[config.mk]
export PLATFORM = sky130hd
export DESIGN_NAME = sd_data_host
export DESIGN_NICKNAME = d
export VERILOG_FILES = /design/src/sd_pkg.sv /design/src/crc16.sv /design/src/sd_dat_line.sv /design/src/sd_apb_regs.sv /design/src/sd_block_seq.sv /design/src/sd_rx_result.sv /design/src/sd_data_host.sv
export SDC_FILE = /design/constraint.sdc
export NUM_CORES = 1
export LEC_CHECK = 0
export ABC_AREA = 1
export BUFFER_PORTS_ARGS = -buffer_cell sky130_fd_sc_hd__buf_2
export CORE_MARGIN = 8
export CORE_UTILIZATION = 50
export DETAILED_ROUTE_END_ITERATION = 10
export HOLD_SLACK_MARGIN = 0.12
export PLACE_DENSITY = 0.69
export SYNTH_ARGS = -nofsm -noshare
export SYNTH_HDL_FRONTEND = slang
export SYNTH_SLANG_ARGS = --single-unit
[constraint.sdc]
create_clock -name clk -period 4.4 [get_ports clk]
set_input_delay 0.22 -clock clk [delete_from_list [all_inputs] [get_ports clk]]
set_output_delay 0.22 -clock clk [all_outputs]
set_load 0.005 [all_outputs]
[src/sd_pkg.sv]
package sd_pkg;

	//////////////////////////////////////////////////
	// block geometry
	//////////////////////////////////////////////////

	localparam int NUM_LINES   = 4;
	localparam int BLOCK_BYTES = 4;
	localparam int DATA_BITS   = 8;   // per line per block
	localparam int CRC_BITS    = 16;  // per line
	localparam int WORD_BITS   = BLOCK_BYTES * 8;

	localparam logic [CRC_BITS-1:0] CRC_POLY = 16'h1021;  // x^16+x^12+x^5+1

	// sequencer bit counter, start at 0, then data, crc, end and flush
	localparam int                CNT_W       = 5;
	localparam logic [CNT_W-1:0] CNT_DATA_LO = CNT_W'(1);
	localparam logic [CNT_W-1:0] CNT_DATA_HI = CNT_W'(DATA_BITS);
	localparam logic [CNT_W-1:0] CNT_CRC_HI  = CNT_W'(DATA_BITS + CRC_BITS);
	localparam logic [CNT_W-1:0] CNT_END     = CNT_W'(DATA_BITS + CRC_BITS + 1);
	localparam logic [CNT_W-1:0] CNT_FLUSH   = CNT_W'(DATA_BITS + CRC_BITS + 2);

	// line phase codes
	localparam logic [1:0] PH_START = 2'b00;  // drives 0
	localparam logic [1:0] PH_END   = 2'b01;  // drives 1
	localparam logic [1:0] PH_DATA  = 2'b10;
	localparam logic [1:0] PH_CRC   = 2'b11;

	//////////////////////////////////////////////////
	// apb register map
	//////////////////////////////////////////////////

	localparam int                 APB_AW      = 8;
	localparam logic [APB_AW-1:0] ADDR_CTRL   = 8'h00;
	localparam logic [APB_AW-1:0] ADDR_TXDATA = 8'h04;
	localparam logic [APB_AW-1:0] ADDR_RXDATA = 8'h08;
	localparam logic [APB_AW-1:0] ADDR_STATUS = 8'h0C;

	typedef struct packed {
		logic                 tx_start;  // one-cycle pulse
		logic                 rx_arm;    // one-cycle pulse
		logic [WORD_BITS-1:0] tx_word;
	} seq_cmd_t;

	typedef struct packed {
		logic [1:0] phase;
		logic       oe;
		logic       data_sel;      // 0 selects the first bit of a pair
		logic       crc_rst;
		logic       crc_check_en;
	} line_ctrl_t;

	typedef struct packed {
		logic                 busy;
		logic                 tx_done;
		logic                 rx_done;
		logic [NUM_LINES-1:0] crc_err;
		logic [WORD_BITS-1:0] rx_word;
	} rx_status_t;

endpackage

[src/crc16.sv]
`timescale 1ns/1ps

// serial crc16, folds data in then shifts the remainder out
module crc16 (
	input  logic clk,
	input  logic rst,
	input  logic gen_en,
	input  logic out_en,
	input  logic din,
	output logic dout
);

	logic [sd_pkg::CRC_BITS-1:0] crc;
	logic                        fb;

	assign fb   = din ^ crc[sd_pkg::CRC_BITS-1];
	assign dout = crc[sd_pkg::CRC_BITS-1];  // msb leads on shift-out

	always_ff @(posedge clk or posedge rst)
	begin
		if (rst)
			crc <= '0;
		else if (gen_en)
			crc <= {crc[sd_pkg::CRC_BITS-2:0], 1'b0} ^ (fb ? sd_pkg::CRC_POLY : '0);
		else if (out_en)
			crc <= {crc[sd_pkg::CRC_BITS-2:0], 1'b0};  // plain shift, remainder goes out
	end

endmodule

[src/sd_dat_line.sv]
`timescale 1ns/1ps

module sd_dat_line (
	input  logic               clk,
	input  logic               rst,
	input  sd_pkg::line_ctrl_t ctrl,
	input  logic [1:0]         tx_bits,
	input  logic               dat_i,
	output logic               dat_o,
	output logic               dat_oe,
	output logic [1:0]         rcv_data,
	output logic               crc_error
);

	logic       sdata;
	logic       dout;
	logic       crc_din;
	logic       crc_dout;
	logic       gen_en;
	logic       out_en;
	logic       crc_clr;
	logic [1:0] dat_dly;

	assign sdata    = ctrl.data_sel ? tx_bits[0] : tx_bits[1];
	assign gen_en   = (ctrl.phase == sd_pkg::PH_DATA);
	assign out_en   = (ctrl.phase == sd_pkg::PH_CRC);
	assign crc_din  = ctrl.crc_check_en ? dat_dly[0] : dout;  // card bits when receiving
	assign crc_clr  = rst | ctrl.crc_rst;
	assign rcv_data = dat_dly;

	// bit to put on the line this cycle
	always_comb
	begin
		case (ctrl.phase)
			sd_pkg::PH_END:  dout = 1'b1;
			sd_pkg::PH_DATA: dout = sdata;
			sd_pkg::PH_CRC:  dout = crc_dout;
			default:         dout = 1'b0;
		endcase
	end

	//////////////////////////////////////////////////
	// pin side
	//////////////////////////////////////////////////

	always_ff @(posedge clk or posedge rst)
	begin
		if (rst)
		begin
			dat_o  <= 1'b0;
			dat_oe <= 1'b0;
		end
		else
		begin
			dat_o  <= dout;
			dat_oe <= ctrl.oe;
		end
	end

	// sample only while the host is not driving
	always_ff @(posedge clk or posedge rst)
	begin
		if (rst)
			dat_dly <= 2'b11;  // bus idles high
		else if (!dat_oe)
			dat_dly <= {dat_dly[0], dat_i};
	end

	// compare received crc bit against local remainder
	always_ff @(posedge clk or posedge rst)
	begin
		if (rst)
			crc_error <= 1'b0;
		else if (!ctrl.crc_check_en)
			crc_error <= 1'b0;
		else if (out_en && (crc_dout != dat_dly[0]))
			crc_error <= 1'b1;  // sticky until checking ends
	end

	crc16 u_crc (
		.clk    (clk),
		.rst    (crc_clr),
		.gen_en (gen_en),
		.out_en (out_en),
		.din    (crc_din),
		.dout   (crc_dout)
	);

endmodule

[src/sd_apb_regs.sv]
`timescale 1ns/1ps

module sd_apb_regs (
	input  logic                      clk,
	input  logic                      rst,
	input  logic [sd_pkg::APB_AW-1:0] paddr,
	input  logic                      psel,
	input  logic                      penable,
	input  logic                      pwrite,
	input  logic [31:0]               pwdata,
	output logic [31:0]               prdata,
	output logic                      pready,
	output logic                      pslverr,
	output sd_pkg::seq_cmd_t          cmd,
	input  sd_pkg::rx_status_t        status,
	output logic [1:0]                done_clr
);

	logic        access;
	logic        wr_en;
	logic        rd_en;
	logic        sel_ctrl;
	logic        sel_tx;
	logic        sel_rx;
	logic        sel_stat;
	logic        mapped;
	logic        tx_start_q;
	logic        rx_arm_q;
	logic [31:0] txdata;

	//////////////////////////////////////////////////
	// decode
	//////////////////////////////////////////////////

	assign access   = psel & penable;  // access phase
	assign wr_en    = access & pwrite;
	assign rd_en    = access & ~pwrite;
	assign sel_ctrl = (paddr == sd_pkg::ADDR_CTRL);
	assign sel_tx   = (paddr == sd_pkg::ADDR_TXDATA);
	assign sel_rx   = (paddr == sd_pkg::ADDR_RXDATA);
	assign sel_stat = (paddr == sd_pkg::ADDR_STATUS);
	assign mapped   = sel_ctrl | sel_tx | sel_rx | sel_stat;

	assign pready  = 1'b1;  // zero wait states
	assign pslverr = access & ~mapped;

	// ctrl writes turn into single-cycle pulses, dropped while busy
	always_ff @(posedge clk or posedge rst)
	begin
		if (rst)
		begin
			tx_start_q <= 1'b0;
			rx_arm_q   <= 1'b0;
		end
		else
		begin
			tx_start_q <= wr_en & sel_ctrl & pwdata[0] & ~status.busy;
			rx_arm_q   <= wr_en & sel_ctrl & pwdata[1] & ~status.busy;
		end
	end

	always_ff @(posedge clk or posedge rst)
	begin
		if (rst)
			txdata <= '0;
		else if (wr_en & sel_tx)
			txdata <= pwdata;
	end

	assign cmd = '{tx_start: tx_start_q, rx_arm: rx_arm_q, tx_word: txdata};

	// write 1 to clear, bit 1 is tx_done and bit 2 is rx_done
	assign done_clr[0] = wr_en & sel_stat & pwdata[1];
	assign done_clr[1] = wr_en & sel_stat & pwdata[2];

	//////////////////////////////////////////////////
	// read mux
	//////////////////////////////////////////////////

	always_comb
	begin
		prdata = '0;
		if (rd_en)
		begin
			if (sel_tx)
				prdata = txdata;
			else if (sel_rx)
				prdata = status.rx_word;
			else if (sel_stat)
				prdata = {24'b0, status.crc_err, 1'b0, status.rx_done,
					status.tx_done, status.busy};
		end
	end

endmodule

[src/sd_block_seq.sv]
`timescale 1ns/1ps

module sd_block_seq (
	input  logic                          clk,
	input  logic                          rst,
	input  sd_pkg::seq_cmd_t              cmd,
	input  logic                          dat_start,
	output sd_pkg::line_ctrl_t            line_ctrl,
	output logic [2*sd_pkg::NUM_LINES-1:0] tx_bits,
	output logic                          busy,
	output logic                          tx_end,
	output logic                          rx_end
);

	typedef enum logic [1:0] {S_IDLE, S_TX, S_RX_WAIT, S_RX} state_t;

	state_t                         state;
	logic [sd_pkg::CNT_W-1:0]      cnt;
	logic                           crc_rst_q;
	logic [sd_pkg::WORD_BITS-1:0]  tx_shift;
	logic [7:0]                     cur_byte;
	logic                           run;
	logic                           in_data;
	logic                           in_crc;
	logic                           in_end;

	assign run     = (state == S_TX) || (state == S_RX);
	assign in_data = run && (cnt >= sd_pkg::CNT_DATA_LO) && (cnt <= sd_pkg::CNT_DATA_HI);
	assign in_crc  = run && (cnt > sd_pkg::CNT_DATA_HI) && (cnt <= sd_pkg::CNT_CRC_HI);
	assign in_end  = run && (cnt == sd_pkg::CNT_END);

	always_ff @(posedge clk or posedge rst)
	begin
		if (rst)
		begin
			state     <= S_IDLE;
			cnt       <= '0;
			crc_rst_q <= 1'b0;
		end
		else
		begin
			case (state)
				S_IDLE:
					if (cmd.tx_start)  // transmit wins over arm
					begin
						state     <= S_TX;
						cnt       <= '0;
						crc_rst_q <= 1'b1;
					end
					else if (cmd.rx_arm)
					begin
						state     <= S_RX_WAIT;
						crc_rst_q <= 1'b1;  // held until the start bit shows
					end
				S_TX:
				begin
					crc_rst_q <= 1'b0;
					if (cnt == sd_pkg::CNT_FLUSH)
						state <= S_IDLE;
					else
						cnt <= cnt + 1'b1;
				end
				S_RX_WAIT:
					if (dat_start)
					begin
						state     <= S_RX;
						cnt       <= sd_pkg::CNT_DATA_LO;
						crc_rst_q <= 1'b0;
					end
				default:  // S_RX
					if (cnt == sd_pkg::CNT_END)
						state <= S_IDLE;
					else
						cnt <= cnt + 1'b1;
			endcase
		end
	end

	// word latch, one byte consumed per bit pair
	always_ff @(posedge clk)
	begin
		if ((state == S_IDLE) && cmd.tx_start)
			tx_shift <= cmd.tx_word;
		else if ((state == S_TX) && in_data && !cnt[0])
			tx_shift <= tx_shift >> 8;
	end

	assign cur_byte = tx_shift[7:0];

	// line k sends byte bit k+4 first, then bit k
	always_comb
	begin
		for (int k = 0; k < sd_pkg::NUM_LINES; k++)
		begin
			tx_bits[2*k+1] = cur_byte[k+4];
			tx_bits[2*k]   = cur_byte[k];
		end
	end

	always_comb
	begin
		if (in_data)
			line_ctrl.phase = sd_pkg::PH_DATA;
		else if (in_crc)
			line_ctrl.phase = sd_pkg::PH_CRC;
		else if (in_end)
			line_ctrl.phase = sd_pkg::PH_END;
		else
			line_ctrl.phase = sd_pkg::PH_START;  // also idle, line parks at 0
		line_ctrl.oe           = (state == S_TX) && (cnt != sd_pkg::CNT_FLUSH);
		line_ctrl.data_sel     = ~cnt[0];
		line_ctrl.crc_rst      = crc_rst_q;
		line_ctrl.crc_check_en = (state == S_RX);
	end

	assign busy   = (state != S_IDLE);
	assign tx_end = (state == S_TX) && (cnt == sd_pkg::CNT_FLUSH);
	assign rx_end = (state == S_RX) && in_end;

endmodule

[src/sd_rx_result.sv]
`timescale 1ns/1ps

module sd_rx_result (
	input  logic                           clk,
	input  logic                           rst,
	input  logic [2*sd_pkg::NUM_LINES-1:0] rcv_data,
	input  logic [sd_pkg::NUM_LINES-1:0]   crc_error,
	input  logic                           busy,
	input  logic                           tx_end,
	input  logic                           rx_end,
	input  logic                           data_phase,
	input  logic [1:0]                     done_clr,
	output sd_pkg::rx_status_t             status
);

	logic                          pair_valid;  // second bit of a pair is on the lines
	logic [7:0]                    rx_byte;
	logic [sd_pkg::WORD_BITS-1:0] rx_shift;
	logic [sd_pkg::WORD_BITS-1:0] rx_word;
	logic [sd_pkg::NUM_LINES-1:0] crc_err;
	logic                          tx_done;
	logic                          rx_done;

	// undo the transmit mapping, older sample holds bit k+4
	always_comb
	begin
		for (int k = 0; k < sd_pkg::NUM_LINES; k++)
		begin
			rx_byte[k+4] = rcv_data[2*k+1];
			rx_byte[k]   = rcv_data[2*k];
		end
	end

	always_ff @(posedge clk or posedge rst)
	begin
		if (rst)
			pair_valid <= 1'b0;
		else
			pair_valid <= data_phase & ~pair_valid;
	end

	// byte 0 arrives first and ends up in the low bits
	always_ff @(posedge clk)
	begin
		if (data_phase && pair_valid)
			rx_shift <= {rx_byte, rx_shift[sd_pkg::WORD_BITS-1:8]};
	end

	//////////////////////////////////////////////////
	// done flags and captured result
	//////////////////////////////////////////////////

	always_ff @(posedge clk or posedge rst)
	begin
		if (rst)
		begin
			tx_done <= 1'b0;
			rx_done <= 1'b0;
			crc_err <= '0;
			rx_word <= '0;
		end
		else
		begin
			if (tx_end)
				tx_done <= 1'b1;
			else if (done_clr[0])
				tx_done <= 1'b0;

			if (rx_end)
			begin
				rx_done <= 1'b1;
				crc_err <= crc_error;
				rx_word <= rx_shift;
			end
			else if (done_clr[1])
			begin
				rx_done <= 1'b0;
				crc_err <= '0;  // goes with rx_done
			end
		end
	end

	assign status = '{busy: busy, tx_done: tx_done, rx_done: rx_done,
		crc_err: crc_err, rx_word: rx_word};

endmodule

[src/sd_data_host.sv]
`timescale 1ns/1ps

module sd_data_host (
	input  logic                         clk,
	input  logic                         rst,
	input  logic [sd_pkg::APB_AW-1:0]    paddr,
	input  logic                         psel,
	input  logic                         penable,
	input  logic                         pwrite,
	input  logic [31:0]                  pwdata,
	output logic [31:0]                  prdata,
	output logic                         pready,
	output logic                         pslverr,
	output logic [sd_pkg::NUM_LINES-1:0] dat_o,
	output logic [sd_pkg::NUM_LINES-1:0] dat_oe,
	input  logic [sd_pkg::NUM_LINES-1:0] dat_i
);

	sd_pkg::seq_cmd_t                  cmd;
	sd_pkg::line_ctrl_t                line_ctrl;
	sd_pkg::rx_status_t                status;
	logic [1:0]                        done_clr;
	logic [2*sd_pkg::NUM_LINES-1:0]    tx_bits;
	logic [2*sd_pkg::NUM_LINES-1:0]    rcv_data;
	logic [sd_pkg::NUM_LINES-1:0]      crc_error;
	logic [sd_pkg::NUM_LINES-1:0]      start_samp;
	logic                              dat_start;
	logic                              data_phase;
	logic                              busy;
	logic                              tx_end;
	logic                              rx_end;

	sd_apb_regs u_regs (
		.clk      (clk),
		.rst      (rst),
		.paddr    (paddr),
		.psel     (psel),
		.penable  (penable),
		.pwrite   (pwrite),
		.pwdata   (pwdata),
		.prdata   (prdata),
		.pready   (pready),
		.pslverr  (pslverr),
		.cmd      (cmd),
		.status   (status),
		.done_clr (done_clr)
	);

	sd_block_seq u_seq (
		.clk       (clk),
		.rst       (rst),
		.cmd       (cmd),
		.dat_start (dat_start),
		.line_ctrl (line_ctrl),
		.tx_bits   (tx_bits),
		.busy      (busy),
		.tx_end    (tx_end),
		.rx_end    (rx_end)
	);

	for (genvar k = 0; k < sd_pkg::NUM_LINES; k++)
	begin : g_line
		sd_dat_line u_line (
			.clk       (clk),
			.rst       (rst),
			.ctrl      (line_ctrl),
			.tx_bits   (tx_bits[2*k +: 2]),
			.dat_i     (dat_i[k]),
			.dat_o     (dat_o[k]),
			.dat_oe    (dat_oe[k]),
			.rcv_data  (rcv_data[2*k +: 2]),
			.crc_error (crc_error[k])
		);
		assign start_samp[k] = rcv_data[2*k];  // newest sample
	end

	assign dat_start  = ~|start_samp;  // start bit seen on all lines
	assign data_phase = (line_ctrl.phase == sd_pkg::PH_DATA);

	sd_rx_result u_result (
		.clk        (clk),
		.rst        (rst),
		.rcv_data   (rcv_data),
		.crc_error  (crc_error),
		.busy       (busy),
		.tx_end     (tx_end),
		.rx_end     (rx_end),
		.data_phase (data_phase),
		.done_clr   (done_clr),
		.status     (status)
	);

endmodule

==> results_dict.tcl <==
set metrics [dict create \
    peakVddDrop_mv 0.342 \
    fin_worst_skew_ns 0.0218 \
    grt_antenna_before_repair 1 \
    critPathLaunchType "flip-flop" \
    coreArea_um2 19300 \
    hold_path_depth 6 \
    tightest_slew_ns 1.01 \
    crit_fanout 69 \
    syn_to_final_growth_pct 17.9 \
    fin_cells 1398 \
    synth_edf_count 64 \
    vias 7162 \
    final_antenna_net_count 0 \
    h-tree-depth 1 \
    wl_per_cell_um 15.9 \
    clock_path_buffers 3 \
    boundaryPins 91 \
    setup-tns-final_ns 0 \
    grt_pass1_vias 6830 \
    routabilityCongestion 0.869 \
    synth_area_um2 9750 \
    path_clk_slew_ns 0.06 \
    clock_latency_ns 0.52 \
    syn_area_per_cell_um2 9.73 \
    drc_errors 0 \
    cts_tree "yes" \
    overflow 0 \
    grt_start_max_net_pins 70 \
    rr_endpoint "g_line[0].u_line.u_crc.crc[14]" \
    layout-drive-gt1-share_pct 17.8 \
    crit_chain "inv_1 > ha_1 > inv_1 > nand2_1 > nand3_2 > nor2_1 > nand2_2 > inv_2 > nor2_4 > inv_2 > o21ai_0" \
    rows 51 \
    r2r_start "u_seq.cnt[0]" \
    initial_core_util_pct 50.6 \
    dpl.hpwl_um 14700 \
    portBuffers 89 \
    p_per_area_nw_per_um2 524 \
    min_period_over_period_pct 65.3 \
    drt_wl_total_um 22300 \
    seq_area_frac_synth_pct 61.4 \
    clkSinkCount 226 \
    setup_violations 0 \
    yosys.cell_types.count 34 \
    syn_nets 1060 \
    worstSetupEndpointType "flip-flop" \
    utilization_pct 59.6 \
    grt_util_all_layers_pct 18.2 \
    cts-root-buf "clkbuf_16" \
    relSlewSlack_pct 32.9 \
    cts_setup_buffers 0 \
    fmax_mhz 348 \
    path_class "reg -> reg" \
    p_leak_nw 5.66 \
    dp_cells 1314 \
    via_per_inst 5.12 \
    cp_slowest_stage_delay_ns 0.72 \
    reg2reg_depth 11 \
    ys.flop_type "dfrtp_1" \
    reg2reg_slack_ns 1.53 \
    fin_ws_ns 1.53 \
    syn_inst 1002 \
    hold_class "in -> reg" \
    slew_violations 0 \
    die_height_um 156 \
    cap_violations 0 \
    cp.arrival_ns 3.22 \
    period_needed_ns 2.87 \
    drtPass1Iterations 5 \
    hold-path-endpoint "u_result.tx_done" \
    post-place-ws_ns 1.54 \
    hold_viol 0 \
    async_flop_share_pct 71.7 \
    outcome "finished clean" \
    dieWidth_um 156 \
    dieArea_um2 24200 \
    drt_iter0_drc 579 \
    synth-seq-cells 226 \
    hp-start "pwrite" \
    fin_nets 1172 \
    critical-path-slowest-cell "inv_2" \
    post_cts_resized 0 \
    yosys_warnings 0 \
    cts_made_buffers 24 \
    rsz0062_at_grt "no" \
    cp_data_required_time_ns 4.75 \
    grt_pass1_wl_um 35600 \
]
==> layer usage <==
metal	vias up	GRT usage [%]	wire, µm
met5	-	0	0
met1	3403	25.3	10100
met4	0	6.24	730
met3	57	3.05	1240
met2	227	28.6	10200
li1	3475	-	-
==> how the worst max path moves through the flow <==
stage / start / endpoint
after floorplan: u_seq.cnt[0] / u_seq.tx_shift[0]
after detailed placement: u_seq.cnt[0] / g_line[0].u_line.u_crc.crc[14]
after global placement: u_seq.cnt[0] / g_line[2].u_line.u_crc.crc[14]
after global routing: u_seq.cnt[0] / g_line[1].u_line.u_crc.crc[4]
final: u_seq.cnt[0] / g_line[0].u_line.u_crc.crc[14]
after CTS: u_seq.cnt[0] / g_line[0].u_line.u_crc.crc[14]
==> through the flow <==
step	cell area [µm²]	hold WS, ns	power [mW]
after floorplan	9750	0.339	3.80
after global placement	10300	0.412	4.01
after detailed placement	10300	0.418	4.03
after CTS	11500	0.217	6.08
after global routing	11500	0.292	6.37
final	11500	0.257	6.02
==> kinds of logic (layout without fill, tap and decap cells) <==
| family | Yosys count | after routing | share of synthesized area, % |
|---|---|---|---|
| multiplexers | 34 | 34 | 3.93 |
| AO/OA/AOI/OAI | 138 | 138 | 7.46 |
| other | 1 | 2 | 0.0385 |
| adder cells (fa/ha/maj) | 9 | 9 | 1.16 |
| flip-flops | 226 | 226 | 61.4 |
| buffers and inverters | 147 | 277 | 6.94 |
| AND/OR/NAND/NOR | 447 | 447 | 19.1 |
==> worst max-delay path: cells and delay by family, from the launching register on <==
kind / cells / cell delay, ns
AND/OR/NAND/NOR: 5 / 0.52
buffers and inverters: 4 / 1.24
flip-flops: 1 / 0.51
AO/OA/AOI/OAI: 1 / 0.19
adder cells (fa/ha/maj): 1 / 0.21
==> placed cells by master, fill, tap and decap left out, drive strengths merged <==
cell / n
diode: 1
clkinv: 6
dfstp: 8
edfxtp: 64
o211ai: 4
dlygate4sd3: 39
nand4: 27
o21a: 2
clkbuf: 36
nor4: 1
dfrtp: 154
o22ai: 8
o31ai: 1
buf: 96
a21oi: 67
inv: 98
conb: 1
nor3b: 1
nand2: 310
bufinv: 2
o21ai: 53
ha: 9
nand3: 31
a31oi: 1
o221ai: 2
mux2: 34
nor2: 74
nor3: 3
==> report_power, final <==
| part | internal [mW] | total (mW) | switching, mW |
|---|---|---|---|
| Clock | 1.21 | 2.01 | 0.797 |
| Combinational | 0.378 | 1.29 | 0.911 |
| Sequential | 2.52 | 2.73 | 0.209 |
==> what timing repair did <==
| item | CTS | global route |
|---|---|---|
| endpoints found under the hold margin | 135 | 0 |
| hold buffers | 39 | 0 |
| setup endpoints to repair | 0 | 0 |
==> Yosys cell counts (4+ instances only) <==
master	n	area share, %
dfrtp_1	154	40
nand3_2	5	0.51
edfxtp_1	64	20
o21ai_0	51	2.6
mux2_2	32	3.7
nand4_1	26	1.7
nand3_1	26	1.3
buf_6	9	1.0
nand2_2	6	0.39
inv_1	89	3.4
o22ai_1	8	0.51
buf_2	16	0.82
ha_1	9	1.2
o211ai_1	4	0.31
buf_4	10	0.77
a21oi_1	67	3.4
inv_2	9	0.35
nand2_1	304	12
nor2_1	72	2.8
dfstp_2	8	2.2
clkbuf_1	14	0.54
==> layout make-up <==
cell class | instances | area [µm²]
Sequential cell | 226 | 5990
Clock buffer | 36 | 696
Fill cell | 1632 | 7780
Inverter | 98 | 370
Clock inverter | 8 | 101
Timing Repair Buffer | 135 | 888
Tap cell | 265 | 332
Antenna cell | 1 | 2.50
Multi-Input combinational cell | 629 | 3110
==> sequential cells by signal, summed over array words and instances, names as in the netlist, 2 cells and up <==
register	flops
g_line.u_line.dat_o	4
u_result.crc_err	4
u_seq.cnt	5
g_line.u_line.rcv_data	8
g_line.u_line.u_crc.crc	64
g_line.u_line.crc_error	4
u_seq.state	2
u_result.rx_shift	32
u_regs.txdata	32
u_seq.tx_shift	32
u_result.rx_word	32
Power figures use the tool's default switching activity.
